<file path="src/hw/llc_cfg_pkg.sv">
/* cache geometry localparams and address field types
   for sets, ways, tags and line data */

package llc_cfg_pkg;

    // geometry
    localparam int LLC_SETS = 16;
    localparam int LLC_WAYS = 4;

    // field widths
    localparam int ADDR_BITS = 12;
    localparam int SET_BITS  = 4;
    localparam int WAY_BITS  = 2;
    localparam int TAG_BITS  = ADDR_BITS - SET_BITS;
    localparam int WORD_BITS = 32;

    // line address, set index in the low bits and tag above it
    typedef logic [ADDR_BITS-1:0] line_addr_t;

    typedef logic [SET_BITS-1:0] set_t;

    typedef logic [TAG_BITS-1:0] tag_t;

    typedef logic [WAY_BITS-1:0] way_t;

    // one line holds a single word
    typedef logic [WORD_BITS-1:0] line_t;

endpackage

</file>
<file path="src/hw/llc_set_ram.sv">
/* set-indexed way storage, reads a whole set per cycle
   and writes one way, payload type set by parameter */

`timescale 1ns/10ps

module llc_set_ram #(
    parameter type entry_t = logic [7:0]
) (
    input  logic              clk,
    input  logic              rst,
    input  llc_cfg_pkg::set_t rd_set_i,
    input  logic              wr_en_i,
    input  llc_cfg_pkg::set_t wr_set_i,
    input  llc_cfg_pkg::way_t wr_way_i,
    input  entry_t            wr_entry_i,
    output entry_t            rd_ways_o [llc_cfg_pkg::LLC_WAYS]
);

    entry_t mem [llc_cfg_pkg::LLC_SETS][llc_cfg_pkg::LLC_WAYS];

    // storage array, cleared so every line starts out invalid
    always_ff @(posedge clk or negedge rst) begin
        if (!rst) begin
            for (int s = 0; s < llc_cfg_pkg::LLC_SETS; s++) begin
                for (int w = 0; w < llc_cfg_pkg::LLC_WAYS; w++) begin
                    mem[s][w] <= entry_t'(0);
                end
            end
        end else if (wr_en_i) begin
            mem[wr_set_i][wr_way_i] <= wr_entry_i;
        end
    end

    // registered read of all ways, old data on a same-cycle write
    always_ff @(posedge clk) begin
        rd_ways_o <= mem[rd_set_i];
    end

endmodule

</file>
<file path="config.mk">
export PLATFORM = sky130hd
export DESIGN_NAME = llc_set_ram
export DESIGN_NICKNAME = d
export VERILOG_FILES = /design/src/hw/llc_cfg_pkg.sv /design/src/hw/llc_set_ram.sv
export SDC_FILE = /design/constraint.sdc
export NUM_CORES = 1
export LEC_CHECK = 0
export BUFFER_PORTS_ARGS = -buffer_cell sky130_fd_sc_hd__buf_2
export CAP_MARGIN = 0
export CORE_MARGIN = 4
export CORE_UTILIZATION = 50
export CTS_CLUSTER_DIAMETER = 30
export DETAILED_ROUTE_END_ITERATION = 6
export GPL_TIMING_DRIVEN = 0
export PLACE_DENSITY = 0.66
export REMOVE_ABC_BUFFERS = 1
export SYNTH_ARGS = -nofsm -noshare
export SYNTH_HDL_FRONTEND = slang
export SYNTH_SLANG_ARGS = --single-unit
</file>
<file path="constraint.sdc">
create_clock -name clk -period 2.9 [get_ports clk]
set_clock_uncertainty 0.05 [all_clocks]
set_input_delay 0.87 -clock clk [delete_from_list [all_inputs] [get_ports clk]]
set_output_delay 0.87 -clock clk [all_outputs]
set_load 0.02 [all_outputs]
</file>
### Word level (Yosys, flattened, before mapping)

Cells that the tools add are included.

| storage, ports and cells | value |
|---|---|
| register bits | 544 |
| logic and storage cells | 86 |
| output and inout port bits | 32 |
| bits of input ports | 21 |

| cells by class | value |
|---|---|
| reduce and logical (&&, ||, !) cells | 2 |
| order comparisons | 5 |
| bitwise gates (word level) | 3 |
| muxes and demuxes | 8 |

Operators with widths:

| cell | number |
|---|---|
| 512-bit bitwise mux | 1 |
| 32-bit binary-select mux with 4-bit select | 1 |
| 32-bit demux with 4-bit select | 1 |
| 32-bit 2-to-1 mux | 3 |
| 8-bit demux with 2-bit select | 1 |
| 5-bit greater-or-equal comparator (second input constant) | 2 |
| 4-bit inverter with 5-bit output | 2 |
| 8-bit 2-to-1 mux | 1 |
| 5-bit by 1-bit less-than comparator with 1-bit output (second input constant) | 1 |
| 3-bit greater-or-equal comparator (second input constant) | 1 |
| 3-bit by 1-bit less-than comparator with 1-bit output (second input constant) | 1 |
| 2-bit inverter with 3-bit output | 1 |
| 1-bit logical AND | 2 |

### Depth between registers and ports, before layout

| depth | value |
|---|---|
| word-level depth | 8 |
| mapped depth | 5 |
| gate-level depth less buffers | 3 |

### Least setup slack after synthesis

Ideal clock, no wire load.

| path | value |
|---|---|
| kind | input to register |
| start point | input rd_set_i[0] |
| end point | register rd_ways_o[11] (netlist name) |
| library setup time | 0.120 ns |
| stages | 5 |
| setup slack | 0.567 ns |
| arrival | 2.163 ns |
| path buffers | 2 |
| path through | buf_2 buf_2 mux4_2 a22oi_1 nand2_1 |

| on the way | value |
|---|---|
| cells in the longest elaborated chain, start to end | 4 |

RTL lines:

| item | RTL line | RTL |
|---|---|---|
| from (decl) | llc_set_ram.sv:11 | `input llc_cfg_pkg::set_t rd_set_i,` |
| 4-bit inverter with 5-bit output (implied by the code) | llc_set_ram.sv:36 | `rd_ways_o <= mem[rd_set_i];` |
| 32-bit binary-select mux with 4-bit select | llc_set_ram.sv:36 |  |
| 32-bit 2-to-1 mux (implied by the code) (2 in series) | llc_set_ram.sv:36 |  |
| to (signal assigned) | llc_set_ram.sv:36 |  |
| to (decl) | llc_set_ram.sv:16 | `output entry_t rd_ways_o [llc_cfg_pkg::LLC_WAYS]` |

Every way passes these cells. The select of a mux whose other input is x is not followed.
A chain may end at the register's enable or synchronous reset.

### Final worst setup path

| path | value |
|---|---|
| start point | input rd_set_i[0] |
| end point | register rd_ways_o[27] (netlist name) |

Same word-level chain as after synthesis.

==> flow_summary.toml <==
[critical_path]
crit_fanout = 57
worstReg2RegStart = "mem[148]"
endpoint = "rd_ways_o[27]"
cp_cell_sequence = "buf_8 -> buf_16 -> buf_16 -> mux4_2 -> a22oi_1 -> nand2_1"
cp-end-kind = "flip-flop"
rr_worst_depth = 3
path_class = "input port to flip-flop"
critical-path-max-stage-delay_ns = 0.56
crit_cells = 6
reg2reg_slack_ns = 1.42
crit_buf_inv = 3
critPathTopFamily = "buffers and inverters"
cp-start-kind = "input port"
critPathArrivalTime_ns = 3.01
slowest_stage = "mux4_2"
cp.required_ns = 3.33
rr_endpoint = "rd_ways_o[20]"
path_common_cell = "buf_16"
critPathLaunch = "rd_set_i[0]"

[final_layout]
drive_gt1_frac = 0.571
multi_input_area_mm2 = 0.00996
final_cell_mix = "dfrtp_1, mux2_2, mux4_2"
area.growth.synth_to_final_pct = 21.0
fin_area_mm2 = 0.0289
fillCellCount = 3520
nNetsFinal = 1577
final_common_cell = "dfrtp_1"
regArea_mm2 = 0.0135

[job]
drv_cap = 0

[detailed_routing]
vias = 13200
postRouteAntennaNets = 0
via_per_inst = 5.82
drc_errors = 0
drtPass1Iterations = 5
drt-initial-drc-count = 722
wl_mm = 53.1
wl_per_cell_um = 23.4

[placed_design]
dp_hpwl_mm = 30.7
gp_congestion = 0.732
io_buffers = 52
dpl_cell_area_mm2 = 0.0248

[sta]
fmax_ghz = 0.388
relSlewSlack = 0.149
final.setup.tns_ns = 0
min_period_over_period = 0.888
rsz0062_at_grt = "false"
tightest_slew_ns = 1.28
final-max-slew-violation-count = 0
hold_viol_final = 0
setup_viol = 0
period_minus_slack_ns = 2.57

[synth]
synth_edf_count = 0
ys_types = 29
ys_warn_count = 0
syn_area_per_cell_um2 = 16.0
ys_async_sr_fraction = 0.941
netlist_area_mm2 = 0.0239
synth-main-ff-cell = "dfrtp_1"
ys_seq_area_frac = 0.564
ys_ff_latch = 544
postSynthCellCount = 1489

[cts]
tritoncts = "yes"
cts_root_buf = "clkbuf_16"
cts-resized-gates = 0
cts.clk_slew.worst_paths_ns = 0.04
htree_levels = 3
clockBufferDepth = 3
clock-sinks = 544
cts_setup_buffers = 0
hold_buffers = 0
clk_latency_ns = 0.65
cts_made_buffers = 115

[floorplan]
io_pins = 53
die_h_um = 226
core_mm2 = 0.0469
start_util = 0.509
dieArea_mm2 = 0.0513
die_w_um = 226
rows = 79

[run_status]
status = "finished, final reports clean"

[pwr]
seqPwrFrac = 0.369
power.density_mw_per_mm2 = 853
vdd_ir_drop_max_mv = 0.476
cell_internal_pwr_mw = 19.0
pwr-share-comb = 0.094
power.static_leakage_nw = 13.5
p_clk_frac = 0.536
switching_share = 0.229
p_sw_mw = 5.62

[global_route]
grt_use_total = 0.212
grt-ovfl-total = 0
grt_max_degree = 106
grt_antenna_before_repair = 4
grt_pass1_wl_mm = 83.9
grt_pass1_vias = 14300

[worst_hold_path]
min_path_type = "input port to asynchronous set/reset pin"
routing by layer:
| layer | GRT usage | wire [µm] | up-vias |
|---|---|---|---|
| li1 | - | - | 5794 |
| met1 | 0.293 | 23700 | 7070 |
| met2 | 0.347 | 26300 | 253 |
| met3 | 0.0430 | 2230 | 69 |
| met4 | 0.0626 | 881 | 4 |
| met5 | 0 | 21 | - |
cell usage after synthesis, types with 2 or more instances:
master,count,share of area
dfrtp_1,512,0.54
mux2_2,486,0.23
mux4_2,128,0.12
clkbuf_1,78,0.012
a22oi_1,64,0.020
nand2_1,56,0.0088
dfxtp_1,32,0.027
mux2_1,26,0.012
buf_2,24,0.0050
nand2_2,20,0.0052
buf_1,12,0.0019
nor2_2,12,0.0031
nor2_4,8,0.0038
nand4b_2,4,0.0025
nor4b_2,4,0.0025
nor4bb_1,4,0.0017
buf_4,3,0.00094
and3b_1,2,0.00073
and4bb_2,2,0.0010
nand3b_1,2,0.00063
nor2b_1,2,0.00052
cell families after synthesis:
group / after synthesis / share of synthesized area
muxes: 640 / 0.363
buffers and inverters: 117 / 0.0201
DFF: 544 / 0.564
and+or+nand+nor: 124 / 0.0333
AOI/OAI and AO/OA: 64 / 0.0201
per-stage QoR:
stage	instances	hold WS, ns	power (mW)	setup WS [ns]	utilization
floorplan	1372	0.402	10.6	0.182	-
global placement	2031	0.412	11.4	-9.31	0.521
detailed placement	2043	0.425	11.5	-0.667	0.528
CTS	2262	0.180	24.9	0.0741	0.615
global route	2265	0.229	25.6	0.000627	0.616
finish	2267	0.184	24.6	0.326	0.616
registers in the layout, summed over array words and instances (netlist names):
register,cells
mem,512
rd_ways_o,32
power groups by stage:
stage / clock network [mW] / registers [mW] / logic [mW]
after floorplan: 0 / 9.14 / 1.47
after global placement: 0 / 9.14 / 2.24
after detailed placement: 0 / 9.20 / 2.33
after CTS: 13.4 / 9.09 / 2.35
after global routing: 13.8 / 9.21 / 2.53
final: 13.2 / 9.09 / 2.32
worst min path at each step:
stage                       start       to  slack (ns)  cells past startpoint
after floorplan           mem[32]  mem[32]        0.40                      1
after global placement    mem[18]  mem[18]        0.41                      1
after detailed placement  mem[17]  mem[17]        0.42                      1
after CTS                     rst  mem[97]        0.18                      1
after global routing          rst  mem[65]        0.23                      1
final                         rst  mem[65]        0.18                      1
timing repair:
item / CTS / global route
gates cloned: 1 / 1
endpoints found under the hold margin: 0 / 0
endpoints found under the setup margin: 12 / 115
worst reg2reg max path: cells and delay by family (launching register included):
family,cells,cell delay [ns]
AND/OR/NAND/NOR,1,0.15
AO/OA/AOI/OAI,1,0.27
multiplexers,1,0.50
flip-flops,1,0.38
area by class of cell:
type | instances | area share
sequential | 544 | 0.466
multi-input combinational | 828 | 0.345
clock buffer | 147 | 0.112
clock inverter | 71 | 0.0283
tap | 607 | 0.0263
timing repair buffer | 67 | 0.0225
antenna | 3 | 0.000260
(Power assumes the default switching activity.)
