File: src/hw/llc_cfg_pkg.sv
/* cache geometry localparams and address field types
   for sets, ways, tags and line data */

package llc_cfg_pkg;

    // geometry
    localparam int LLC_SETS = 16;
    localparam int LLC_WAYS = 4;

    // field widths
    localparam int ADDR_BITS = 12;
    localparam int SET_BITS  = 4;
    localparam int WAY_BITS  = 2;
    localparam int TAG_BITS  = ADDR_BITS - SET_BITS;
    localparam int WORD_BITS = 32;

    // line address, set index in the low bits and tag above it
    typedef logic [ADDR_BITS-1:0] line_addr_t;

    typedef logic [SET_BITS-1:0] set_t;

    typedef logic [TAG_BITS-1:0] tag_t;

    typedef logic [WAY_BITS-1:0] way_t;

    // one line holds a single word
    typedef logic [WORD_BITS-1:0] line_t;

endpackage

File: src/hw/llc_meta_pkg.sv
/* line state encoding and per-way metadata types */

package llc_meta_pkg;

    localparam int STATE_BITS = 2;

    // invalid must stay zero, memories clear to it on reset
    typedef enum logic [STATE_BITS-1:0] {
        INVALID = 2'd0,
        VALID   = 2'd1,
        DIRTY   = 2'd2
    } llc_state_t;

endpackage

File: src/hw/llc_bufs.sv
/* set buffer registers for tags, states and lines
   plus the per-set round-robin evict pointers */

`timescale 1ns/10ps

module llc_bufs (
    input  logic                     clk,
    input  logic                     rst,
    input  logic                     load_i,
    input  llc_cfg_pkg::tag_t        tags_i [llc_cfg_pkg::LLC_WAYS],
    input  llc_meta_pkg::llc_state_t states_i [llc_cfg_pkg::LLC_WAYS],
    input  llc_cfg_pkg::line_t       lines_i [llc_cfg_pkg::LLC_WAYS],
    input  logic                     adv_evict_i,
    input  llc_cfg_pkg::set_t        set_i,
    output llc_cfg_pkg::tag_t        tags_buf_o [llc_cfg_pkg::LLC_WAYS],
    output llc_meta_pkg::llc_state_t states_buf_o [llc_cfg_pkg::LLC_WAYS],
    output llc_cfg_pkg::line_t       lines_buf_o [llc_cfg_pkg::LLC_WAYS],
    output llc_cfg_pkg::way_t        evict_way_o
);

    llc_cfg_pkg::way_t evict_ptr [llc_cfg_pkg::LLC_SETS];

    llc_cfg_pkg::way_t evict_next;

    // hold the set that was just read until the next request
    always_ff @(posedge clk) begin
        if (load_i) begin
            tags_buf_o   <= tags_i;
            states_buf_o <= states_i;
            lines_buf_o  <= lines_i;
        end
    end

    // next pointer wraps at the last way
    always_comb begin
        if (evict_ptr[set_i] == llc_cfg_pkg::way_t'(llc_cfg_pkg::LLC_WAYS - 1)) begin
            evict_next = '0;
        end else begin
            evict_next = evict_ptr[set_i] + 1'b1;
        end
    end

    always_ff @(posedge clk or negedge rst) begin
        if (!rst) begin
            for (int s = 0; s < llc_cfg_pkg::LLC_SETS; s++) begin
                evict_ptr[s] <= '0;
            end
        end else if (adv_evict_i) begin
            evict_ptr[set_i] <= evict_next;
        end
    end

    assign evict_way_o = evict_ptr[set_i];

endmodule

File: config.mk
export PLATFORM = sky130hd
export DESIGN_NAME = llc_bufs
export DESIGN_NICKNAME = d
export VERILOG_FILES = /design/src/hw/llc_cfg_pkg.sv /design/src/hw/llc_meta_pkg.sv /design/src/hw/llc_bufs.sv
export SDC_FILE = /design/constraint.sdc
export NUM_CORES = 1
export LEC_CHECK = 0
export BUFFER_PORTS_ARGS = -buffer_cell sky130_fd_sc_hd__clkbuf_2
export CORE_MARGIN = 1.5
export CORE_UTILIZATION = 40
export CTS_BUF_LIST = sky130_fd_sc_hd__clkbuf_8
export DETAILED_ROUTE_END_ITERATION = 8
export PLACE_DENSITY_LB_ADDON = 0.3
export RECOVER_POWER = 50
export SLEW_MARGIN = 20
export SYNTH_ARGS = -nofsm -noshare
export SYNTH_HDL_FRONTEND = slang
export SYNTH_SLANG_ARGS = --single-unit
File: constraint.sdc
create_clock -name clk -period 2.26 [get_ports clk]
set_input_delay 0.452 -clock clk [delete_from_list [all_inputs] [get_ports clk]]
set_output_delay 0.452 -clock clk [all_outputs]
set_load 0.03 [all_outputs]
# [After elaboration in Yosys (flattened, before gate mapping)]
# Index checks and enable logic that the tools add are counted.
[word_totals] reg_bits=200 latchBits=0 mem_bits_rw=0 rom_bits=0 input_bits=176 output_inout_bits=170 elab_cells=41 n_memories=0
[op_classes] addsub=1 mul=0 n_div=0 magnitude_cmp=2 n_eq_ne=1 shift=0 mux=7 bitwise_logic=1 n_reduce_logical=1
[op_table] cell="$bwmux W32" n=1
[op_table] cell="$bmux W2 S4" n=1
[op_table] cell="$demux W2 S4" n=1
[op_table] cell="$mux W2" n=4
[op_table] cell="$ge A5 B5 Y1 const B" n=1
[op_table] cell="$lt A5 B1 Y1 const B" n=1
[op_table] cell="$not A4 Y5" n=1
[op_table] cell="$add A2 B1 Y2 const B" n=1
[op_table] cell="$eq A2 B2 Y1 const B" n=1
[op_table] cell="$logic_and A1 B1 Y1" n=1

# [Logic depth before layout (Yosys ltp)]
[logic_depth] word_depth=7 depth_mapped=7 depth_no_buf=4

# [Least setup slack after synthesis]
# No wires, ideal clock.
[synth_path] kind="input to output" start="input port set_i[0]" end="output port evict_way_o[0]" t_arrival_ns=1.913 t_required_ns=1.808 setup_slack_ns=-0.105 stages=6 path_buffers=2 cell_sequence="buf_6 mux4_2 a22o_1 nor2_1 buf_2 inv_1"
[synth_via] elab_chain_cells=4
[synth_lines] item="start: declaration" line="llc_bufs.sv:14" text="input llc_cfg_pkg::set_t set_i,"
[synth_lines] item="$not A4 Y5 (not written as such)" line="llc_bufs.sv:53" text="assign evict_way_o = evict_ptr[set_i];"
[synth_lines] item="$bmux W2 S4" line="llc_bufs.sv:53"
[synth_lines] item="$mux W2 (not written as such) (2 in a row)" line="llc_bufs.sv:53"
[synth_lines] item="end: declaration" line="llc_bufs.sv:18" text="output llc_cfg_pkg::way_t evict_way_o"
# No other way between the ends. The select of a mux whose other input is x is not followed.

# [Worst setup path after layout]
[layout_path] start="register evict_ptr[0] (netlist name)" end="output port evict_way_o[0]"
[layout_via] elab_chain_cells=3
[layout_lines] item="start: declaration" line="llc_bufs.sv:21" text="llc_cfg_pkg::way_t evict_ptr [llc_cfg_pkg::LLC_SETS];"
[layout_lines] item="start signal: indexed assignment" line="llc_bufs.sv:49" text="evict_ptr[set_i] <= evict_next;"
[layout_lines] item="$bmux W2 S4" line="llc_bufs.sv:53"
[layout_lines] item="$mux W2 (not written as such) (2 in a row)" line="llc_bufs.sv:53"
# No other way between the ends. The select of a mux whose other input is x is not followed.

==> summary.txt <==
Global route
  – Vias in the first global route: 4,854
  – Initial antenna violation count: 3
  – Pin count of the biggest net entering global routing: 49
  – GRT overflow: 0
  – Global-route wire length before repair: roughly 27,000 um
  – GRT Total Usage: 20.5%

Worst setup path
  – CP max stage delay: 480 ps
  – Reg2reg start: evict_ptr[0]$_DFFE_PN0P_
  – Required @ worst endpoint: 1810 ps
  – Critical path arrival: 1920 ps
  – Cell Chain, Critical Path: mux4_2, a22o_4, nor2_4, inv_2, buf_8
  – CP max stage cell: mux4_2
  – Setup crit end kind: primary output
  – Reg2Reg Depth: 6
  – Critical path class: flop to primary output
  – Worst Setup SP: evict_ptr[0]$_DFFE_PN0P_
  – Crit-path max FO: 2
  – Crit start category: flop
  – R2r endpoint: evict_ptr[7]$_DFFE_PN0P_
  – Setup crit end: evict_way_o[0]
  – R2R Setup Slk: 90 ps

Detailed routing
  – Routed WL: about 18,000 um
  – Residual DRC: 0
  – Vias: around 4,600
  – DRT iter0 DRCs: 234
  – DR pass1 iterations: 4
  – Vias per inst: 4.83
  – Antenna Nets Post-Route: 0
  – Drt wl/cell: 19.1 um

STA
  – Unrepaired setup endpoints after global routing: yes
  – Hold Vio Cnt, Final: 0
  – Setup TNS: -111 ps
  – Count of final max-slew check failures: 33
  – Hold slack: 156 ps
  – Setup Viol. Count Final: 1
  – Tmin final: 2370 ps
  – Worst Max-Slew Pin Slew: 1760 ps
  – Final setup margin: -111 ps
  – Max_slew headroom: -17.3%
  – Clk_skew: around 14 ps
  – Max Clk Rate: between 400 and 500 MHz
  – Period utilisation layout: 105%

Outcome
  – Run status: finished, violations left
  – Violated checks: max-capacitance violations, max-slew violations, negative setup slack

Placement
  – Post-DP HPWL: 14,300 um
  – Gpl congestion: approximately 0.85
  – IO Port Bufs: 345

Layout
  – Total area of sequential cells: 5850 um^2
  – Share of cells above drive strength 1: 56.5%
  – Footprint of the multi-input gates: 1040 um^2
  – Fillcell total: 1,401
  – Layout Nets: between 800 and 900
  – Commonest non-fill, non-tap cell in the layout: clkbuf_2
  – Layout area overhead: 36.4%
  – Commonest non-fill, non-tap cells in the layout: clkbuf_2, edfxtp_1, dfrtp_1, nand2_1, clkbuf_8

Clock tree
  – CTS Hold Bufs: 0
  – Clock sink total: 200
  – Root Buffer: clkbuf_8
  – Worst-Skew Late Latency: 460 ps
  – Htree depth: 4
  – CTS tree: yes
  – Clk buf depth: 2
  – Clock slew at reported path FFs: roughly 110 ps
  – Number of buffers created by CTS: 17

Yosys
  – Mapped Cells: 346
  – Library cells used by synthesis: 27
  – Cell Area, Synth: roughly 7000 um^2
  – Synth Area per Inst: between 20 and 25 um^2
  – Post-synth EDFFs: 168
  – Largest cells by area after synthesis: edfxtp_1, dfrtp_1, mux2_2, mux4_2, o211ai_1
  – Largest area contributor in the netlist: edfxtp_1
  – Ys flop type: edfxtp_1
  – Part of the Yosys area used for sequential elements: 84.4%
  – Net Count, Synth: between 500 and 600
  – Asr flop ratio synth: 16.0%
  – Synth Warn #: 0
  – Number of synthesized register bits: 200
  – Synth top area share: 72.8%

Floorplanning
  – Die Y: 135 um
  – Initial Util: 41.3%
  – Boundary pin count: 346
  – Core Area: 16,800 um^2
  – Die ar.: 18,100 um^2
  – Chip Width: 135 um
  – Rows: 47

Power
  – Pleak: 3.99 nW
  – Sw Share: 29.1%
  – Comb pwr share: 20.2%
  – Pint: 6.20 mW
  – Sequential power share: 54.0%
  – Switch Pwr: roughly 2.5 mW
  – Pwr Density: 926 nW/um^2
  – Final Total Pwr: 8.75 mW
  – Worst IR Drop VDD: 0.468 mV
  – Clock power share: 25.8%

Hold path
  – Hold Path Class: primary input to flop

Flow run
  – Max cap viols: 1
cells by family (layout without fill, tap and decap cells):
family | after synthesis | in the layout | share of synthesized area [%]
simple gates | 78 | 78 | 6.25
other cells | 0 | 2 | 0
compound gates | 30 | 30 | 2.89
buf+inv | 14 | 396 | 1.28
flops | 200 | 200 | 84.4
mux | 24 | 24 | 5.20
per-layer routing:
layer | track usage, % | routed length, um
met1 | 21.4 | 6230
met2 | 35.0 | 9390
met3 | 8.75 | 1950
met4 | 10.8 | 575
met5 | 0 | 0
worst max-delay path, delay by kind of cell, from the launching register on:
kind                   cells  cell delay (ps)
AND/OR/NAND/NOR            1              130
buffers and inverters      2              180
flip-flops                 1              400
multiplexers               1              480
AO/OA/AOI/OAI              1              280
through the flow:
step                      cell area (um^2)  setup WS, ps  utilization (%)  instances
after CTS                             9460          -151             56.4        946
final                                 9450          -111             56.4        950
after detailed placement              9020         -75.4             53.8        913
after global routing                  9450          -194             56.4        949
after floorplan                       6940         -55.6                -        346
after global placement                9020         -36.8             53.8        913
synthesized netlist by cell type, drive strengths merged, types with 3 or more instances:
cell,count
dfrtp,32
or4,6
nand2,24
o211ai,16
nand2b,8
mux2,16
mux4,8
edfxtp,168
nor3,3
clkbuf,3
buf,10
or4b,10
nor2,16
o21ai,10
timing repair:
action                                  CTS  global route
gates resized for setup                   9             5
pin swaps                                 1             3
buffers inserted                          1             2
endpoints found under the setup margin    2             2
registers in the layout, indices dropped and copies added, names as in the netlist:
register,count
states_buf_o,8
tags_buf_o,32
evict_ptr,32
lines_buf_o,128
layout make-up:
| cell class | instances | area share, % |
|---|---|---|
| flip-flops and latches | 200 | 61.8 |
| well taps | 220 | 2.91 |
| inverters | 1 | 0.0397 |
| multi-input cells | 132 | 11.0 |
| diodes | 2 | 0.0530 |
| clock buffers | 17 | 2.48 |
| clock inverters | 15 | 1.73 |
| repair buffers | 363 | 19.9 |
power groups by stage:
stage               combinational (mW)  clock [mW]  sequential [mW]
finish                            1.77        2.26             4.72
floorplan                        0.563           0             5.24
detailed placement                1.69           0             4.81
global placement                  1.65           0             4.79
CTS                               1.74        2.33             4.73
global route                      1.89        2.46             4.77
how the worst min path moves through the flow:
stage	start	to	slack, ps	depth (start not counted)
3_3_place_gp	evict_ptr[30]$_DFFE_PN0P_	evict_ptr[30]$_DFFE_PN0P_	490	1
3_5_place_dp	evict_ptr[22]$_DFFE_PN0P_	evict_ptr[22]$_DFFE_PN0P_	490	1
5_1_grt	lines_i[7]	lines_buf_o[7]$_DFFE_PP_	110	1
4_1_cts	rst	evict_ptr[29]$_DFFE_PN0P_	70	1
6_report	lines_i[109]	lines_buf_o[109]$_DFFE_PP_	160	1
2_1_floorplan	rst	evict_ptr[0]$_DFFE_PN0P_	160	0
Power figures use the tool's default switching activity.
