--- src/hw/llc_cfg_pkg.sv ---
/* cache geometry localparams and address field types
   for sets, ways, tags and line data */

package llc_cfg_pkg;

    // geometry
    localparam int LLC_SETS = 16;
    localparam int LLC_WAYS = 4;

    // field widths
    localparam int ADDR_BITS = 12;
    localparam int SET_BITS  = 4;
    localparam int WAY_BITS  = 2;
    localparam int TAG_BITS  = ADDR_BITS - SET_BITS;
    localparam int WORD_BITS = 32;

    // line address, set index in the low bits and tag above it
    typedef logic [ADDR_BITS-1:0] line_addr_t;

    typedef logic [SET_BITS-1:0] set_t;

    typedef logic [TAG_BITS-1:0] tag_t;

    typedef logic [WAY_BITS-1:0] way_t;

    // one line holds a single word
    typedef logic [WORD_BITS-1:0] line_t;

endpackage

--- src/hw/llc_meta_pkg.sv ---
/* line state encoding and per-way metadata types */

package llc_meta_pkg;

    localparam int STATE_BITS = 2;

    // invalid must stay zero, memories clear to it on reset
    typedef enum logic [STATE_BITS-1:0] {
        INVALID = 2'd0,
        VALID   = 2'd1,
        DIRTY   = 2'd2
    } llc_state_t;

endpackage

--- src/hw/llc_process_request.sv ---
/* request register and stage FSM driving lookup, write-back,
   fill, set update and the response strobe */

`timescale 1ns/10ps

module llc_process_request (
    input  logic                     clk,
    input  logic                     rst,
    input  logic                     req_valid_i,
    input  logic                     req_write_i,
    input  llc_cfg_pkg::line_addr_t  req_addr_i,
    input  llc_cfg_pkg::line_t       req_data_i,
    input  logic                     mem_rsp_valid_i,
    input  llc_cfg_pkg::line_t       mem_rsp_data_i,
    input  logic                     hit_i,
    input  llc_cfg_pkg::way_t        hit_way_i,
    input  llc_cfg_pkg::way_t        victim_way_i,
    input  llc_meta_pkg::llc_state_t states_buf_i [llc_cfg_pkg::LLC_WAYS],
    input  llc_cfg_pkg::tag_t        tags_buf_i [llc_cfg_pkg::LLC_WAYS],
    input  llc_cfg_pkg::line_t       lines_buf_i [llc_cfg_pkg::LLC_WAYS],
    output logic                     rsp_valid_o,
    output llc_cfg_pkg::line_t       rsp_data_o,
    output logic                     rsp_hit_o,
    output logic                     mem_req_valid_o,
    output logic                     mem_req_write_o,
    output llc_cfg_pkg::line_addr_t  mem_req_addr_o,
    output llc_cfg_pkg::line_t       mem_req_data_o,
    output llc_cfg_pkg::set_t        rd_set_o,
    output logic                     load_o,
    output logic                     adv_evict_o,
    output logic                     wr_en_o,
    output llc_cfg_pkg::set_t        wr_set_o,
    output llc_cfg_pkg::way_t        wr_way_o,
    output llc_cfg_pkg::tag_t        wr_tag_o,
    output llc_meta_pkg::llc_state_t wr_state_o,
    output llc_cfg_pkg::line_t       wr_line_o
);

    typedef enum logic [2:0] {
        IDLE, READ_MEM, LOOKUP, PROCESS, WRITE_BACK, FILL_REQ, FILL_WAIT, UPDATE
    } stage_t;

    stage_t state_q;
    stage_t state_d;

    logic                    req_write_q;
    llc_cfg_pkg::line_addr_t req_addr_q;
    llc_cfg_pkg::line_t      req_data_q;
    logic                    hit_q;
    llc_cfg_pkg::way_t       hit_way_q;
    llc_cfg_pkg::way_t       victim_way_q;
    llc_cfg_pkg::line_t      fill_q;

    llc_cfg_pkg::set_t        req_set;
    llc_cfg_pkg::tag_t        req_tag;
    llc_cfg_pkg::way_t        upd_way;
    llc_meta_pkg::llc_state_t victim_state;

    assign req_set      = req_addr_q[llc_cfg_pkg::SET_BITS-1:0];
    assign req_tag      = req_addr_q[llc_cfg_pkg::ADDR_BITS-1:llc_cfg_pkg::SET_BITS];
    assign upd_way      = hit_q ? hit_way_q : victim_way_q;
    assign victim_state = states_buf_i[victim_way_q];

    always_comb begin
        state_d = state_q;
        case (state_q)
            IDLE:       if (req_valid_i) state_d = READ_MEM;
            READ_MEM:   state_d = LOOKUP;
            LOOKUP:     state_d = PROCESS;
            PROCESS: begin
                if (hit_i) begin
                    state_d = UPDATE;
                end else if (states_buf_i[victim_way_i] == llc_meta_pkg::DIRTY) begin
                    state_d = WRITE_BACK;
                end else begin
                    // a write covers the whole line, nothing to fetch
                    state_d = req_write_q ? UPDATE : FILL_REQ;
                end
            end
            WRITE_BACK: state_d = req_write_q ? UPDATE : FILL_REQ;
            FILL_REQ:   state_d = FILL_WAIT;
            FILL_WAIT:  if (mem_rsp_valid_i) state_d = UPDATE;
            UPDATE:     state_d = IDLE;
            default:    state_d = IDLE;
        endcase
    end

    always_ff @(posedge clk or negedge rst) begin
        if (!rst) begin
            state_q     <= IDLE;
            rsp_valid_o <= 1'b0;
        end else begin
            state_q     <= state_d;
            rsp_valid_o <= (state_q == UPDATE);
        end
    end

    // request, lookup result, fill word and response payload
    always_ff @(posedge clk) begin
        if (state_q == IDLE && req_valid_i) begin
            req_write_q <= req_write_i;
            req_addr_q  <= req_addr_i;
            req_data_q  <= req_data_i;
        end
        if (state_q == PROCESS) begin
            hit_q        <= hit_i;
            hit_way_q    <= hit_way_i;
            victim_way_q <= victim_way_i;
        end
        if (state_q == FILL_WAIT && mem_rsp_valid_i) begin
            fill_q <= mem_rsp_data_i;
        end
        if (state_q == UPDATE) begin
            rsp_data_o <= wr_line_o;
            rsp_hit_o  <= hit_q;
        end
    end

    // update data for the chosen way
    always_comb begin
        if (req_write_q) begin
            wr_state_o = llc_meta_pkg::DIRTY;
            wr_line_o  = req_data_q;
        end else if (hit_q) begin
            wr_state_o = states_buf_i[hit_way_q];
            wr_line_o  = lines_buf_i[hit_way_q];
        end else begin
            wr_state_o = llc_meta_pkg::VALID;
            wr_line_o  = fill_q;
        end
    end

    assign wr_en_o  = (state_q == UPDATE);
    assign wr_set_o = req_set;
    assign wr_way_o = upd_way;
    assign wr_tag_o = req_tag;

    // pointer only moves when a valid line was replaced
    assign adv_evict_o = (state_q == UPDATE) && !hit_q &&
                         (victim_state != llc_meta_pkg::INVALID);

    assign rd_set_o = req_set;
    assign load_o   = (state_q == LOOKUP);

    // victim write-back uses the buffered tag and line
    assign mem_req_valid_o = (state_q == WRITE_BACK) || (state_q == FILL_REQ);
    assign mem_req_write_o = (state_q == WRITE_BACK);
    assign mem_req_addr_o  = (state_q == WRITE_BACK) ?
                             {tags_buf_i[victim_way_q], req_set} : req_addr_q;
    assign mem_req_data_o  = lines_buf_i[victim_way_q];

endmodule

--- config.mk ---
export PLATFORM = sky130hd
export DESIGN_NAME = llc_process_request
export DESIGN_NICKNAME = d
export VERILOG_FILES = /design/src/hw/llc_cfg_pkg.sv /design/src/hw/llc_meta_pkg.sv /design/src/hw/llc_process_request.sv
export SDC_FILE = /design/constraint.sdc
export NUM_CORES = 1
export LEC_CHECK = 0
export ABC_AREA = 1
export BUFFER_PORTS_ARGS = -buffer_cell sky130_fd_sc_hd__buf_2
export CORE_AREA = 5 5 148 150
export CTS_CLUSTER_SIZE = 25
export DETAILED_ROUTE_END_ITERATION = 7
export DIE_AREA = 0 0 153 155
export PLACE_DENSITY = 0.62
export SYNTH_ARGS = -nofsm -noshare
export SYNTH_HDL_FRONTEND = slang
export SYNTH_SLANG_ARGS = --single-unit
--- constraint.sdc ---
create_clock -name clk -period 3.2 [get_ports clk]
set_clock_uncertainty 0.05 [all_clocks]
set_input_delay 0.48 -clock clk [delete_from_list [all_inputs] [get_ports clk]]
set_output_delay 0.48 -clock clk [all_outputs]
set_load 0.1 [all_outputs]
# ---- After elaboration in Yosys (flattened, before gate mapping)
# Index checks and enable logic that the tools add are counted.
# W data, S select, Z words.
dict set report op_classes {
  addsub 0
  n_mul 0
  n_div 0
  magnitude_cmp 3
  eq_ne 10
  n_shift 0
  muxes 30
  bitwise 3
  n_reduce_logical 9
}
# op n
set ops {}
lappend ops {{$mux W32} 6}
lappend ops {{$bmux W32 S2} 2}
lappend ops {{$mux W2} 12}
lappend ops {{$pmux W3 S8} 1}
lappend ops {{$bmux W8 S2} 1}
lappend ops {{$mux W8} 2}
lappend ops {{$bmux W2 S2} 3}
lappend ops {{$eq A3 B3 Y1 const B} 4}
lappend ops {{$mux W12} 1}
lappend ops {{$ge A3 B3 Y1 const B} 3}
lappend ops {{$not A2 Y3} 3}
lappend ops {{$eq A3 B2 Y1 const B} 2}
lappend ops {{$mux W3} 2}
lappend ops {{$logic_and A1 B1 Y1} 4}
lappend ops {{$ne A2 B2 Y1 const B} 2}
lappend ops {{$eq A3 B1 Y1 const B} 1}
lappend ops {{$logic_not A3 Y1} 1}
lappend ops {{$eq A2 B2 Y1 const B} 1}
lappend ops {{$reduce_and A2 Y1} 1}
lappend ops {{$reduce_bool A2 Y1} 1}
lappend ops {{$logic_not A1 Y1} 1}
lappend ops {{$logic_or A1 B1 Y1} 1}
dict set report totals {
  register_bits 119
  latchBits 0
  mem_bits_rw 0
  romBits 0
  output_inout_bits 135
  memories 0
}

# ---- Logic depth before layout (Yosys ltp)
dict set report logic_depth {
  ltp_word 8
  ltp_mapped 8
  mapped_depth_nobuf 6
}

# ---- Least setup slack after synthesis
# OpenSTA, ideal clock, no wires.
dict set report synth_timing {
  path_type {reg-to-reg}
  startpoint {reg state_q[0]}
  endpoint {reg rsp_data_o[0], enable pin}
  setup_ps 484
  t_arrival_ps 3165
  path_slack_ps -499
  stages_incl_launch_ff 3
  cell_sequence {dfrtp_1 > nand2_1 > nor2_1}
}
dict set report synth_between {
  elab_chain_len 1
}
# element line_no
set synth_rtl {}
lappend synth_rtl {{from (decl)} llc_process_request.sv:43} ;# stage_t state_q;
lappend synth_rtl {{from (signal assigned)} llc_process_request.sv:93} ;# state_q <= state_d;
lappend synth_rtl {{$eq A3 B3 Y1} --}
lappend synth_rtl {{via wr_en_o} llc_process_request.sv:31} ;# output logic wr_en_o,
lappend synth_rtl {{to (signal assigned)} llc_process_request.sv:114} ;# rsp_data_o <= wr_line_o;
lappend synth_rtl {{to (decl)} llc_process_request.sv:22} ;# output llc_cfg_pkg::line_t rsp_data_o,
# The timed path passes the listed nets, and every way through them passes these cells.
# A chain may end at the register's enable or synchronous reset.

# ---- Worst setup path in the final report
dict set report layout_timing {
  startpoint {reg hit_way_q[0]}
  endpoint {out wr_line_o[7]}
}
dict set report layout_between {
  elab_chain_len 6
}
# element line_no
set layout_rtl {}
lappend layout_rtl {{from (decl)} llc_process_request.sv:50} ;# llc_cfg_pkg::way_t hit_way_q;
lappend layout_rtl {{from (signal assigned)} llc_process_request.sv:107} ;# hit_way_q <= hit_way_i;
lappend layout_rtl {{$not A2 Y3 (not written as such)} llc_process_request.sv:126} ;# wr_line_o = lines_buf_i[hit_way_q];
lappend layout_rtl {{$bmux W32 S2} llc_process_request.sv:126}
lappend layout_rtl {{$mux W32 (not written as such) (2 in a row)} llc_process_request.sv:126}
lappend layout_rtl {{$mux W32} llc_process_request.sv:124} ;# end else if (hit_q) begin
lappend layout_rtl {{$mux W32} llc_process_request.sv:121} ;# if (req_write_q) begin
lappend layout_rtl {{to (decl)} llc_process_request.sv:36} ;# output llc_cfg_pkg::line_t wr_line_o
# Every way passes these cells. The select of a mux whose other input is x is not followed.

==> impl_metrics.tcl <==
set metrics [dict create \
    synth_compound_area_share_pct 16.8 \
    clk_latency_ns 0.42 \
    syn_nets 1047 \
    setup_viol 0 \
    row_count 53 \
    status "completed" \
    clk_pin_slew_ns 0.06 \
    io_pins 389 \
    crit_chain "inv_2 > buf_4 > nand2_1 > nand3_1 > nand3_1 > a21oi_1 > clkbuf_4" \
    synthSimpleGateAreaFrac_pct 22.7 \
    highest_layer "met5" \
    max_freq_mhz 342 \
    routabilityCongestion 0.908 \
    clockBufferDepth 2 \
    grt_max_degree 82 \
    die_w_um 153 \
    synth_xor_area_share_pct 0 \
    layout_commonest_cell "buf_2" \
    cts_buffers 17 \
    r2r_slack_ns 1.32 \
    n_antenna_cell 0 \
    arrival_ns 2.39 \
    vias 7416 \
    crit_path_end_kind "output pin" \
    layout_common_cells "buf_2 (345), nand2_1 (158), nor2_1 (117)" \
    wl_met2_um 14600 \
    firstDrtPassIters 5 \
    synth-edff-count 115 \
    synth_top_family_by_area "simple AND/OR/NAND/NOR gates" \
    initial_utilization_pct 32.8 \
    final.period_utilization_pct 91.3 \
    hold_ws_ns 0.186 \
    synthDistinctLibCells 28 \
    nets 1408 \
    viasPerCell 5.14 \
    cts.sinks 119 \
    cp_max_fo 24 \
    critPathBufInv 3 \
    synth-seq-area-share_pct 52.6 \
    ant_nets 0 \
    final_layout_size_suffix_gt1_share_pct 38.8 \
    synthFlopType "edfxtp_1" \
    post-route-util_pct 49.1 \
    synth_fa_ha_area_share_pct 0 \
    final_area_um2 10100 \
    rsz0062_at_grt "false" \
    placed_area_um2 9450 \
    grt_pass1_vias 7296 \
    power_mw 10.9 \
    worst_path_max_delay_cell "edfxtp_1" \
    syn_inst 793 \
    hold_class "in2reg" \
    vdd_ir_drop_max_mv 0.568 \
    dpl.hpwl_um 21300 \
    antenna_found_initial 3 \
    crit_path_start_kind "register" \
    synthToLayoutAreaGrowth_pct 49.5 \
    p_leak_nw 4.47 \
    cp_slowest_stage_delay_ns 0.41 \
    dieArea_um2 23700 \
    required_ns 2.67 \
    final_max_slew_viol_count 0 \
    synth_warnings 0 \
    muxShareOfSynthArea_pct 0 \
    drtIter0Drc 481 \
    path_common_cell "nand3_1" \
    slew_headroom_pct 45.7 \
    mappedNetlistArea_um2 6750 \
    grt.total_usage_pct 23.2 \
    remaining_drc_errors 0 \
    path_class "reg2out" \
    drt_wl_total_um 28700 \
    fin_tns_setup_ns 0 \
    drt-met1-wl_um 10800 \
    period_needed_ns 2.92 \
    cts_max_level 4 \
    ys_seq_elements 119 \
    numPortBuffers 388 \
    die_h_um 155 \
    grt_pass1_wl_um 42800 \
    hold_viol_final 0 \
    cts_tree "yes" \
    syn_area_per_cell_um2 8.52 \
    max-cap-violations 0 \
    core-area_um2 20600 \
    overflow 0 \
    postCtsSetupRepairBufs 0 \
    async_flop_share_pct 3.36 \
    powerDensity_nw_per_um2 1080 \
    tightest_slew_ns 0.815 \
    cts-root-buf "clkbuf_16" \
    path_delay_family "buffers and inverters" \
    wl_met3_um 2680 \
    avgRoutedWirePerCell_um 19.9 \
]
==> synthesized netlist by cell type (all sizes together), types with 8 or more instances <==
cell | n | area [um^2]
clkbuf | 16 | 61.3
o22ai | 28 | 175
a31oi | 8 | 50.1
inv | 31 | 119
edfxtp | 115 | 3450
a21oi | 51 | 255
o2111ai | 16 | 140
nand2 | 158 | 593
o21ai | 102 | 510
nor2 | 122 | 468
nand3 | 81 | 420
buf | 51 | 352
==> layout make-up <==
class,instances,area (um^2)
fillers,1989,10500
clock inverters,15,200
flip-flops and latches,119,3550
multi-input cells,575,2690
clock buffers,17,425
inverters,32,123
well taps,275,344
repair buffers,409,2760
==> state kept, by name, summed over array words and instances (netlist names) <==
register      cells
req_addr_q       12
rsp_data_o       32
req_write_q       1
fill_q           32
hit_way_q         2
state_q           3
rsp_hit_o         1
victim_way_q      2
hit_q             1
rsp_valid_o       1
req_data_q       32
==> per-stage QoR <==
step           cells  worst slack, ns
4_1_cts         1442            0.111
3_5_place_dp    1409            0.572
6_report        1442            0.280
5_1_grt         1442           0.0585
3_3_place_gp    1409            0.646
2_1_floorplan    793           -0.228
==> kinds of logic (layout without fill, tap and decap cells) <==
logic type	Yosys count	in the layout
flops	119	119
compound gates	205	205
buf+inv	99	473
simple gates	370	370
==> worst paths after layout <==
kind | startpoint | end | cells past startpoint
worst max register to register | req_write_q | rsp_data_o[19] | 4
max in group asynchronous | rst | state_q[2] | 2
worst min register to register | req_data_q[6] | rsp_data_o[6] | 2
worst max-delay path | hit_way_q[0] | wr_line_o[7] | 7
worst min-delay path | req_data_i[1] | req_data_q[1] | 1
min in group asynchronous | rst | rsp_valid_o | 2
==> per-layer routing <==
metal  up-vias  track usage (%)
met3        40             6.98
met5         -                0
li1       3503                -
met4         6             6.45
met2       398             41.1
met1      3469             27.6
==> power by group <==
part / internal (mW) / switching (mW)
registers: 2.07 / 0.109
logic: 1.53 / 5.12
clock network: 1.31 / 0.764
==> timing repair <==
action,4_1_cts,5_1_grt
setup endpoints to repair,0,5
hold endpoints to repair,4,0
gates resized for setup,0,2
hold buffers,1,0
Power figures use the tool's default switching activity.
