`src/hw/llc_cfg_pkg.sv`:
```
/* cache geometry localparams and address field types
   for sets, ways, tags and line data */

package llc_cfg_pkg;

    // geometry
    localparam int LLC_SETS = 16;
    localparam int LLC_WAYS = 4;

    // field widths
    localparam int ADDR_BITS = 12;
    localparam int SET_BITS  = 4;
    localparam int WAY_BITS  = 2;
    localparam int TAG_BITS  = ADDR_BITS - SET_BITS;
    localparam int WORD_BITS = 32;

    // line address, set index in the low bits and tag above it
    typedef logic [ADDR_BITS-1:0] line_addr_t;

    typedef logic [SET_BITS-1:0] set_t;

    typedef logic [TAG_BITS-1:0] tag_t;

    typedef logic [WAY_BITS-1:0] way_t;

    // one line holds a single word
    typedef logic [WORD_BITS-1:0] line_t;

endpackage

```
`src/hw/llc_meta_pkg.sv`:
```
/* line state encoding and per-way metadata types */

package llc_meta_pkg;

    localparam int STATE_BITS = 2;

    // invalid must stay zero, memories clear to it on reset
    typedef enum logic [STATE_BITS-1:0] {
        INVALID = 2'd0,
        VALID   = 2'd1,
        DIRTY   = 2'd2
    } llc_state_t;

endpackage

```
`src/hw/llc_lookup_way.sv`:
```
/* tag compare and victim way selection over the buffered set */

`timescale 1ns/10ps

module llc_lookup_way (
    input  llc_cfg_pkg::tag_t        tag_i,
    input  llc_cfg_pkg::tag_t        tags_buf_i [llc_cfg_pkg::LLC_WAYS],
    input  llc_meta_pkg::llc_state_t states_buf_i [llc_cfg_pkg::LLC_WAYS],
    input  llc_cfg_pkg::way_t        evict_way_i,
    output logic                     hit_o,
    output llc_cfg_pkg::way_t        hit_way_o,
    output llc_cfg_pkg::way_t        victim_way_o
);

    always_comb begin
        hit_o        = 1'b0;
        hit_way_o    = '0;
        victim_way_o = evict_way_i;

        // downward scan, so the lowest matching way wins
        for (int w = llc_cfg_pkg::LLC_WAYS - 1; w >= 0; w--) begin
            if (states_buf_i[w] != llc_meta_pkg::INVALID && tags_buf_i[w] == tag_i) begin
                hit_o     = 1'b1;
                hit_way_o = llc_cfg_pkg::way_t'(w);
            end
            // a free way beats the round-robin pointer
            if (states_buf_i[w] == llc_meta_pkg::INVALID) begin
                victim_way_o = llc_cfg_pkg::way_t'(w);
            end
        end
    end

endmodule

```
`config.mk`:
```
export PLATFORM = sky130hd
export DESIGN_NAME = llc_lookup_way
export DESIGN_NICKNAME = d
export VERILOG_FILES = /design/src/hw/llc_cfg_pkg.sv /design/src/hw/llc_meta_pkg.sv /design/src/hw/llc_lookup_way.sv
export SDC_FILE = /design/constraint.sdc
export NUM_CORES = 1
export LEC_CHECK = 0
export BUFFER_PORTS_ARGS = -buffer_cell sky130_fd_sc_hd__buf_2
export CORE_MARGIN = 2
export CORE_UTILIZATION = 30
export DETAILED_ROUTE_END_ITERATION = 8
export PLACE_DENSITY_LB_ADDON = 0.25
export SYNTH_ARGS = -nofsm -noshare
export SYNTH_HDL_FRONTEND = slang
export SYNTH_SLANG_ARGS = --single-unit
```
`constraint.sdc`:
```
create_clock -name vclk -period 1.3
set_input_delay 0.13 -clock vclk [all_inputs]
set_output_delay 0.13 -clock vclk [all_outputs]
set_load 0.01 [all_outputs]
```
======== After elaboration in Yosys (flattened, before gate mapping) ========
Cells that the tools add are included.
Widths: inputs -> output; s select.
cells by class
  multiplexer cells ....................... 12
  eq/ne operators ......................... 4
  reductions and logical operators ........ 12
operators with widths
  kind               number
  $eq 8x8->1         4
  $mux 2             8
  $logic_not 2->1    4
  $reduce_bool 2->1  4
  $logic_and 1x1->1  4
  $mux 1             4
storage, ports and cells
  output and inout port bits .............. 5
  bits in registers ....................... 0
  input port bits ......................... 50
  word-level logic and storage cells ...... 28

======== Logic depth before layout (Yosys ltp) ========
Gate-level depths: netlist (run 1).
  depth in word-level cells ............... 6
  depth in mapped cells ................... 5
  depth with buffers taken out ............ 5

======== Worst setup path before layout (run 1) ========
Ideal clock, no wire load.
  path type ............................... input -> output
  start ................................... in tags_buf_i[20] (netlist bit)
  end ..................................... out hit_way_o[0]
  required time ........................... 1.170 ns
  arrival ................................. 0.934 ns
  setup slack ............................. 0.236 ns
  cell stages on the path ................. 4
  cells stage by stage .................... xor2_1 nor4_2 nand4_1 a21oi_1
between the ends
  longest elaborated chain between the ends .. 4
ends and longest elaborated chain
  item                 RTL line              source
  start: declaration   llc_lookup_way.sv:7   input llc_cfg_pkg::tag_t tags_buf_i [llc_cfg_pkg::LLC_WAYS],
  $eq 8x8->1           llc_lookup_way.sv:22  if (states_buf_i[w] != llc_meta_pkg::INVALID && tags_buf_i[w] == tag_i) begin
  $logic_and 1x1->1    llc_lookup_way.sv:22
  $mux 2 (2 in a row)  llc_lookup_way.sv:22
  end: declaration     llc_lookup_way.sv:11  output llc_cfg_pkg::way_t hit_way_o,
No other way between the ends.

======== Worst setup path after layout (run 1) ========
  start ................................... in tag_i[2]
  end ..................................... out hit_way_o[0]
between the ends
  longest elaborated chain between the ends .. 6
ends and longest elaborated chain
  item                 RTL line              source
  start: declaration   llc_lookup_way.sv:6   input llc_cfg_pkg::tag_t tag_i,
  $eq 8x8->1           llc_lookup_way.sv:22
  $logic_and 1x1->1    llc_lookup_way.sv:22
  $mux 2 (3 in a row)  llc_lookup_way.sv:22
  $mux 2 *             llc_lookup_way.sv:22
Every way passes the cells marked *; elsewhere a longest branch is shown, timed or not.

==> impl_metrics.json, run 1 <==
{
  "nFillCells": 102,
  "ys_warn_count": 0,
  "cp_cell_sequence": "buf_12 > xor2_2 > nor4_2 > nand4_1 > a21oi_1 > buf_2",
  "drcViolationCount": 0,
  "initial_core_util_pct": 33.2,
  "layout_setup_ws_ps": -40.4,
  "synth.most_common_cell": "xnor2_1",
  "drv_slew": 0,
  "synth_area_leaders": "xnor2_1 43%, xor2_1 20%, nor4_2 8.4%, nand4_1 5.6%, nor2_1 4.2%",
  "dieArea_mm2": 0.00182,
  "design.seq.count": 0,
  "avgRoutedWirePerCell_um": 11.9,
  "syn_avg_cell_area_um2": 7.59,
  "power.net_switching_w": 0.000129,
  "drtPass1Iterations": 3,
  "grtUsageMet3_pct": 0.862,
  "comb_power_share_pct": 100.0,
  "grt_overflow_total": 0,
  "netlist_top_cells_count": "22 x xnor2_1, 10 x xor2_1, 5 x nor2_1, 4 x nand4_1",
  "gp_congestion": 0.682,
  "core_mm2": 0.00135,
  "ios": 55,
  "fmax_ghz": 0.746,
  "rows": 13,
  "min_path_cells": 4,
  "die_h_um": 42.6,
  "grt_start_max_net_pins": 5,
  "track_usage_pct": 16.5,
  "critical_path.endpoint_type": "primary output",
  "hold_ws_ps": 635,
  "hp-class": "primary input to primary output",
  "status": "finished, violations left",
  "synth_fp_nets": 109,
  "drive_above_1_share_pct": 67.8,
  "final_nets": 167,
  "final-setup-viol-count": 2,
  "wl_mm": 1.55,
  "setup_tns_ps": -63.5,
  "syn_to_final_growth_pct": 126,
  "leakagePower_nw": 0.492,
  "max_cap_violations": 0,
  "antenna_found_initial": 0,
  "yosysTopAreaCellShare_pct": 43.0,
  "rsz0062_at_grt": "yes",
  "slowest_stage": "nor4_2",
  "critPathLaunchType": "primary input",
  "grt_pass1_vias": 626,
  "grt_use_met1_pct": 18.8,
  "synth_top_area_cell": "xnor2_1",
  "layout_min_cycle_time_ps": 1340,
  "via_per_inst": 4.88,
  "tightest_slew_ps": 383,
  "io_buffers": 55,
  "clock_power_share_pct": 0,
  "worstSetupStartpoint": "tag_i[2]",
  "ir_worst_vdd_mv": 0.185,
  "powerDensity_mw_per_mm2": 322,
  "first_iter_violations": 2,
  "antennaDiodeCount": 0,
  "max_slew_margin_pct": 74.4,
  "fin_crit_sh_pct": 103,
  "path_max_fanout": 4,
  "cts_hold_buf": 0,
  "critical_path_class": "primary input to primary output",
  "violations": "setup timing",
  "post_cts_buffers": 0,
  "switching_share_pct": 39.7,
  "grt_pass1_wl_mm": 2.39,
  "dp_hpwl_mm": 1.26,
  "seq_power_share_pct": 0,
  "ys_seq_area_share_pct": 0,
  "drtAntennaViolNets": 0,
  "synth_cells": 59,
  "regArea_um2": 0,
  "die_x_um": 42.6,
  "arrival_ps": 1210,
  "use_met2_pct": 33.6,
  "netlist_area_um2": 448,
  "vias": 634,
  "grt.busiest_layer": "met2",
  "multi_input_area_um2": 588,
  "required_ps": 1170,
  "hold_viol": 0,
  "cpPeakStageDelay_ps": 300,
  "p_int_w": 0.000196,
  "yosysUniqueCellTypes": 15,
  "clock_buffers": 0,
  "endpoint": "hit_way_o[0]"
}
-- stage by stage --
stage          area (um2)  power (W)  instances  util (%)  worst slack, ps
2_1_floorplan         448   0.000112         59         -              236
3_3_place_gp          749   0.000230        130      55.5            -27.7
3_5_place_dp          749   0.000234        130      55.5            -49.5
4_1_cts               872   0.000276        130      64.6            -17.5
5_1_grt              1010   0.000353        130      75.0             -116
6_report             1010   0.000326        130      75.0            -40.4
-- cell usage in the layout (no fill, tap or decap), drive strengths merged --
cell / netlist / final
xor2: 10 / 10
nor2: 5 / 5
o22ai: 1 / 1
or2: 1 / 1
nor3: 4 / 4
buf: 0 / 55
a21oi: 2 / 2
clkbuf: 0 / 1
nand2b: 1 / 1
inv: 1 / 1
xnor2: 22 / 22
nand4: 4 / 4
nand3: 3 / 3
nor4: 4 / 4
nand3b: 1 / 1
-- area by class of cell --
type / count / area share [%]
Tap cell: 15 / 1.85
Multi-Input combinational cell: 58 / 58.1
Timing Repair Buffer: 56 / 39.7
Inverter: 1 / 0.371
-- layer usage --
metal	up-vias	wire, um
met5	-	0
met1	279	562
met4	0	24
li1	318	-
met3	2	116
met2	35	844
-- power by group through the flow --
| stage | Sequential [W] | Clock (W) | Combinational, W |
|---|---|---|---|
| finish | 0 | 0 | 0.000326 |
| floorplan | 0 | 0 | 0.000112 |
| global route | 0 | 0 | 0.000353 |
| global placement | 0 | 0 | 0.000230 |
| CTS | 0 | 0 | 0.000276 |
| detailed placement | 0 | 0 | 0.000234 |
-- kinds of logic after synthesis --
logic type,after synthesis,synth area share [%]
xor+xnor,32,62.6
compound gates,3,3.63
buf+inv,1,0.837
simple gates,23,33.0
-- how the worst min path moves through the flow --
stage / start / end / slack, ps
final: states_buf_i[4] / victim_way_o[1] / 640
after global routing: states_buf_i[5] / victim_way_o[0] / 670
after CTS: states_buf_i[4] / victim_way_o[0] / 630
after detailed placement: states_buf_i[4] / victim_way_o[0] / 630
after global placement: states_buf_i[4] / victim_way_o[1] / 620
after floorplan: states_buf_i[4] / victim_way_o[1] / 400
-- what timing repair did --
action,in CTS,in global routing
gates resized for setup,24,24
endpoints found under the setup margin,3,3
pin swaps,12,18
-- worst max-delay path: cells and delay by family --
kind	cells	cell delay [ps]
simple gates	2	490
compound gates	1	160
buf+inv	2	250
xor+xnor	1	170
Note: power is estimated with default switching activity, not from simulation.
==> run 2: changes to the inputs <==
--- a/config.mk
+++ b/config.mk
@@ -10,6 +10,7 @@
 export CORE_UTILIZATION = 30
 export DETAILED_ROUTE_END_ITERATION = 8
 export PLACE_DENSITY_LB_ADDON = 0.25
+export SLEW_MARGIN = 10
 export SYNTH_ARGS = -nofsm -noshare
 export SYNTH_HDL_FRONTEND = slang
 export SYNTH_SLANG_ARGS = --single-unit
==> constraint.sdc (replaced) <==
create_clock -name vclk -period 1.3
set_input_delay 0.26 -clock vclk [all_inputs]
set_output_delay 0.26 -clock vclk [all_outputs]
set_load 0.01 [all_outputs]
==> run 2 against run 1 <==
  * The flow still finishes with violations (setup timing)
  * Die area stayed put
  * Largest cell class unchanged
  * Utilization is 2.6 points lower
  * Via count is 0.16% lower
  * Combinational power is 4% lower
  * Fmax is 16% lower
  * Critical path depth is 1 higher
  * Critical path type unchanged
  * Final cell count is 3.1% higher
  * Worst setup slack worse by 260 ps
  * Non-clock buffer count is 4 higher
  * Hold slack better by 250 ps
==> impl_metrics.json, run 2 (same netlist as run 1, synthesis figures left out) <==
{
  "status": "finished, violations left",
  "violations": "setup timing",
  "critical_path_class": "primary input to primary output",
  "fin_crit_sh_pct": 123,
  "design.seq.count": 0,
  "leakagePower_nw": 0.488,
  "die_x_um": 42.6,
  "slowest_stage": "nor4_2",
  "first_iter_violations": 1,
  "io_buffers": 55,
  "antenna_found_initial": 0,
  "powerDensity_mw_per_mm2": 321,
  "switching_share_pct": 40.7,
  "critical_path.endpoint_type": "primary output",
  "antennaDiodeCount": 0,
  "cp_cell_sequence": "buf_4 > xnor2_2 > nand4_1 > nor4_2 > nor2_1 > nor3_2 > buf_2",
  "gp_congestion": 0.776,
  "ios": 55,
  "regArea_um2": 0,
  "dp_hpwl_mm": 1.32,
  "drtAntennaViolNets": 0,
  "hold_viol": 0,
  "drive_above_1_share_pct": 69.7,
  "dieArea_mm2": 0.00182,
  "final_common_cell": "buf_2",
  "final_nets": 171,
  "placed_area_um2": 783,
  "via_per_inst": 4.72,
  "required_ps": 1040,
  "layout_min_cycle_time_ps": 1600,
  "ir_worst_vdd_mv": 0.184,
  "wl_mm": 1.67,
  "path_max_fanout": 4,
  "rsz0062_at_grt": "yes",
  "cts_hold_buf": 0,
  "final-setup-viol-count": 3,
  "cpPeakStageDelay_ps": 270,
  "drv_slew": 0,
  "die_h_um": 42.6,
  "postLayoutCoreUtil_pct": 72.4,
  "min_from": "states_buf_i[4]",
  "power.net_switching_w": 0.000128,
  "nFillCells": 113,
  "clock_power_share_pct": 0,
  "grt_start_max_net_pins": 5,
  "max_slew_margin_pct": 77.5,
  "avgRoutedWirePerCell_um": 12.4,
  "worstSetupStartpoint": "tag_i[3]",
  "p_int_w": 0.000186,
  "hp-class": "primary input to primary output",
  "layout_setup_ws_ps": -302,
  "core_mm2": 0.00135,
  "post_cts_buffers": 0,
  "grt_pass1_wl_mm": 2.22,
  "power.total_w": 0.000314,
  "grt_overflow_total": 0,
  "fmax_ghz": 0.624,
  "track_usage_pct": 15.0,
  "drcViolationCount": 0,
  "syn_to_final_growth_pct": 118,
  "final_cell_mix": "43 x buf_2, 13 x xnor2_2, 10 x buf_6, 9 x xor2_1, 9 x xnor2_1",
  "comb_power_share_pct": 100.0,
  "tightest_slew_ps": 335,
  "arrival_ps": 1340,
  "initial_core_util_pct": 33.2,
  "final_area_um2": 977,
  "pre_cts_slack_ps": -315,
  "critPathLaunchType": "primary input",
  "seq_power_share_pct": 0,
  "max_cap_violations": 0,
  "grt_pass1_vias": 565,
  "drtPass1Iterations": 3,
  "vias": 633,
  "rows": 13,
  "clock_buffers": 0
}
-- run 2: layout make-up --
| type | instances | area [um2] | share of cell area [%] |
|---|---|---|---|
| Tap cell | 15 | 18.8 | 1.92 |
| Timing Repair Buffer | 60 | 388 | 39.7 |
| Inverter | 1 | 3.75 | 0.384 |
| Multi-Input combinational cell | 58 | 567 | 58.0 |
-- run 2: power by group through the flow --
| stage | Combinational [W] | Clock (W) | Sequential, W |
|---|---|---|---|
| 6_report | 0.000314 | 0 | 0 |
| 5_1_grt | 0.000339 | 0 | 0 |
| 4_1_cts | 0.000248 | 0 | 0 |
| 3_5_place_dp | 0.000241 | 0 | 0 |
| 3_3_place_gp | 0.000237 | 0 | 0 |
| 2_1_floorplan | 0.000112 | 0 | 0 |
-- run 2: timing repair --
item / in CTS / in global routing
pin swaps: 6 / 13
cloned: 0 / 0
setup endpoints to repair: 3 / 5
gates resized for setup: 4 / 38
-- run 2: critical path, delay by kind of cell --
kind / cells / cell delay, ps
simple gates: 4 / 650
buf+inv: 2 / 290
xor+xnor: 1 / 150
-- run 2: worst paths after layout --
path | end | slack (ps) | cells past startpoint
worst max-delay path | hit_way_o[1] | -300 | 7
worst min-delay path | victim_way_o[1] | 880 | 4
-- run 2: metrics by stage --
step	setup TNS, ps	hold WS, ps	std cells
after floorplan	0	663	59
after global placement	-815	880	134
after detailed placement	-891	883	134
after CTS	-846	885	134
after global routing	-1140	910	134
final	-881	881	134
-- run 2: per-layer routing --
metal  up-vias  GRT usage [%]  wire length (um)
li1        325              -                 -
met1       264           18.8               587
met2        38           27.9               880
met3         6          0.862               133
met4         0           2.50                66
met5         -              0                 0
==> run 3: changes to the inputs <==
--- a/config.mk
+++ b/config.mk
@@ -6,10 +6,11 @@
 export NUM_CORES = 1
 export LEC_CHECK = 0
 export BUFFER_PORTS_ARGS = -buffer_cell sky130_fd_sc_hd__buf_2
-export CORE_MARGIN = 2
-export CORE_UTILIZATION = 30
+export CORE_AREA = 2 2 39 41
 export DETAILED_ROUTE_END_ITERATION = 8
+export DIE_AREA = 0 0 41 43
 export PLACE_DENSITY_LB_ADDON = 0.25
+export REMOVE_ABC_BUFFERS = 1
 export SLEW_MARGIN = 10
 export SYNTH_ARGS = -nofsm -noshare
 export SYNTH_HDL_FRONTEND = slang
==> run 3 against run 2 <==
  * The flow still finishes with violations (setup timing)
  * Worst setup slack lost 29 ps
  * Global-route usage increased by 2.4 points
  * Die area fell by 3.0%
  * Via count grew 1.1%
  * Cell area grew 3.2%
  * Sequential cell count unchanged
  * Count of clock-buffer cells in the layout unchanged
  * Utilization grew 0.49 points
  * Critical path depth unchanged
  * Combinational power up 6%
  * Hold slack got worse by 8.6 ps
  * Critical endpoint is now hit_way_o[0]
  * Largest cell class unchanged
  * Highest routed layer unchanged
==> impl_metrics.json, run 3 (same netlist as run 1, synthesis figures left out) <==
{
  "grt_pass1_wl_mm": 2.21,
  "rsz0062_at_grt": "yes",
  "max_slew_margin_pct": 79.3,
  "final_area_mm2": 0.00101,
  "wl_mm": 1.71,
  "required_ps": 1040,
  "grt_overflow_total": 0,
  "critical_path.endpoint_type": "primary output",
  "hp-class": "primary input to primary output",
  "rows": 14,
  "tightest_slew_ps": 308,
  "drive_above_1_share_pct": 71.6,
  "critPathLaunchType": "primary input",
  "grt_start_max_net_pins": 5,
  "violations": "setup timing",
  "powerDensity_mw_per_mm2": 329,
  "drcViolationCount": 0,
  "track_usage_pct": 17.4,
  "layout_setup_ws_ps": -331,
  "final_nets": 168,
  "fmax_ghz": 0.613,
  "ir_worst_vdd_mv": 0.181,
  "max_cap_violations": 0,
  "avgRoutedWirePerCell_um": 12.9,
  "syn_to_final_growth_pct": 125,
  "layout_min_cycle_time_ps": 1630,
  "critical_path_class": "primary input to primary output",
  "core_mm2": 0.00138,
  "io_buffers": 55,
  "dieArea_mm2": 0.00176,
  "hold_ws_ps": 873,
  "placed_area_um2": 758,
  "design.seq.count": 0,
  "antenna_found_initial": 0,
  "multi_input_area_um2": 607,
  "die_h_um": 43,
  "vias": 640,
  "hold_viol": 0,
  "regArea_um2": 0,
  "leakagePower_nw": 0.503,
  "path_max_fanout": 2,
  "clock_buffers": 0,
  "cts_hold_buf": 0,
  "die_x_um": 41,
  "grt_pass1_vias": 557,
  "gp_congestion": 0.704,
  "antennaDiodeCount": 0,
  "arrival_ps": 1370,
  "status": "finished, violations left",
  "final_common_cell": "buf_2",
  "via_per_inst": 4.85,
  "ios": 55,
  "nFillCells": 103,
  "initial_core_util_pct": 32.4,
  "first_iter_violations": 15,
  "fin_crit_sh_pct": 125,
  "final-setup-viol-count": 3,
  "drtPass1Iterations": 4,
  "dp_hpwl_mm": 1.21,
  "drv_slew": 0,
  "drtAntennaViolNets": 0,
  "final_cell_mix": "43 x buf_2, 17 x xnor2_2, 8 x xor2_1, 8 x buf_6",
  "post_cts_buffers": 0,
  "pre_cts_slack_ps": -299
}
-- run 3: cell types whose count changed in the layout (fill, tap and decap cells not counted), sizes merged --
cell	change
buf	-3
-- run 3: power by group --
group          internal (W)  switching, W
Sequential                0             0
Clock                     0             0
Combinational      0.000195      0.000136
-- run 3: critical path: stages --
cell,delay [ps]
buf_2,110
xnor2_1,170
nand3_1,120
nor4_2,300
nand2b_1,110
a21oi_1,160
buf_2,150
-- run 3: layout make-up --
class                      instances  area share (%)
tap                               16            1.99
inverter                           1           0.372
timing repair buffer              57            37.5
multi-input combinational         58            60.2
-- run 3: through the flow --
step           std cells  util [%]  TNS (ps)  power, W
6_report             132      72.9      -932  0.000332
5_1_grt              132      72.9     -1280  0.000353
4_1_cts              132      67.1      -736  0.000297
3_5_place_dp         132      54.8      -851  0.000235
3_3_place_gp         132      54.8      -778  0.000232
2_1_floorplan         59         -     -23.7  0.000112
-- run 3: path summary, 6_finish.rpt --
path / startpoint / to / slack, ps / cells after the start
min: states_buf_i[4] / victim_way_o[1] / 870 / 4
max: tags_buf_i[7] / hit_way_o[0] / -330 / 7
-- run 3: repair_timing --
item,CTS,global route
resized for setup,31,16
pin swaps,22,12
setup endpoints to repair,3,3
-- run 3: layer usage --
layer | share of wire, % | vias up | global-route usage [%]
li1 | - | 320 | -
met3 | 8.5 | 2 | 0
met4 | 1.0 | 0 | 0
met2 | 55 | 34 | 33.1
met1 | 35 | 284 | 21.5
met5 | 0 | - | 0
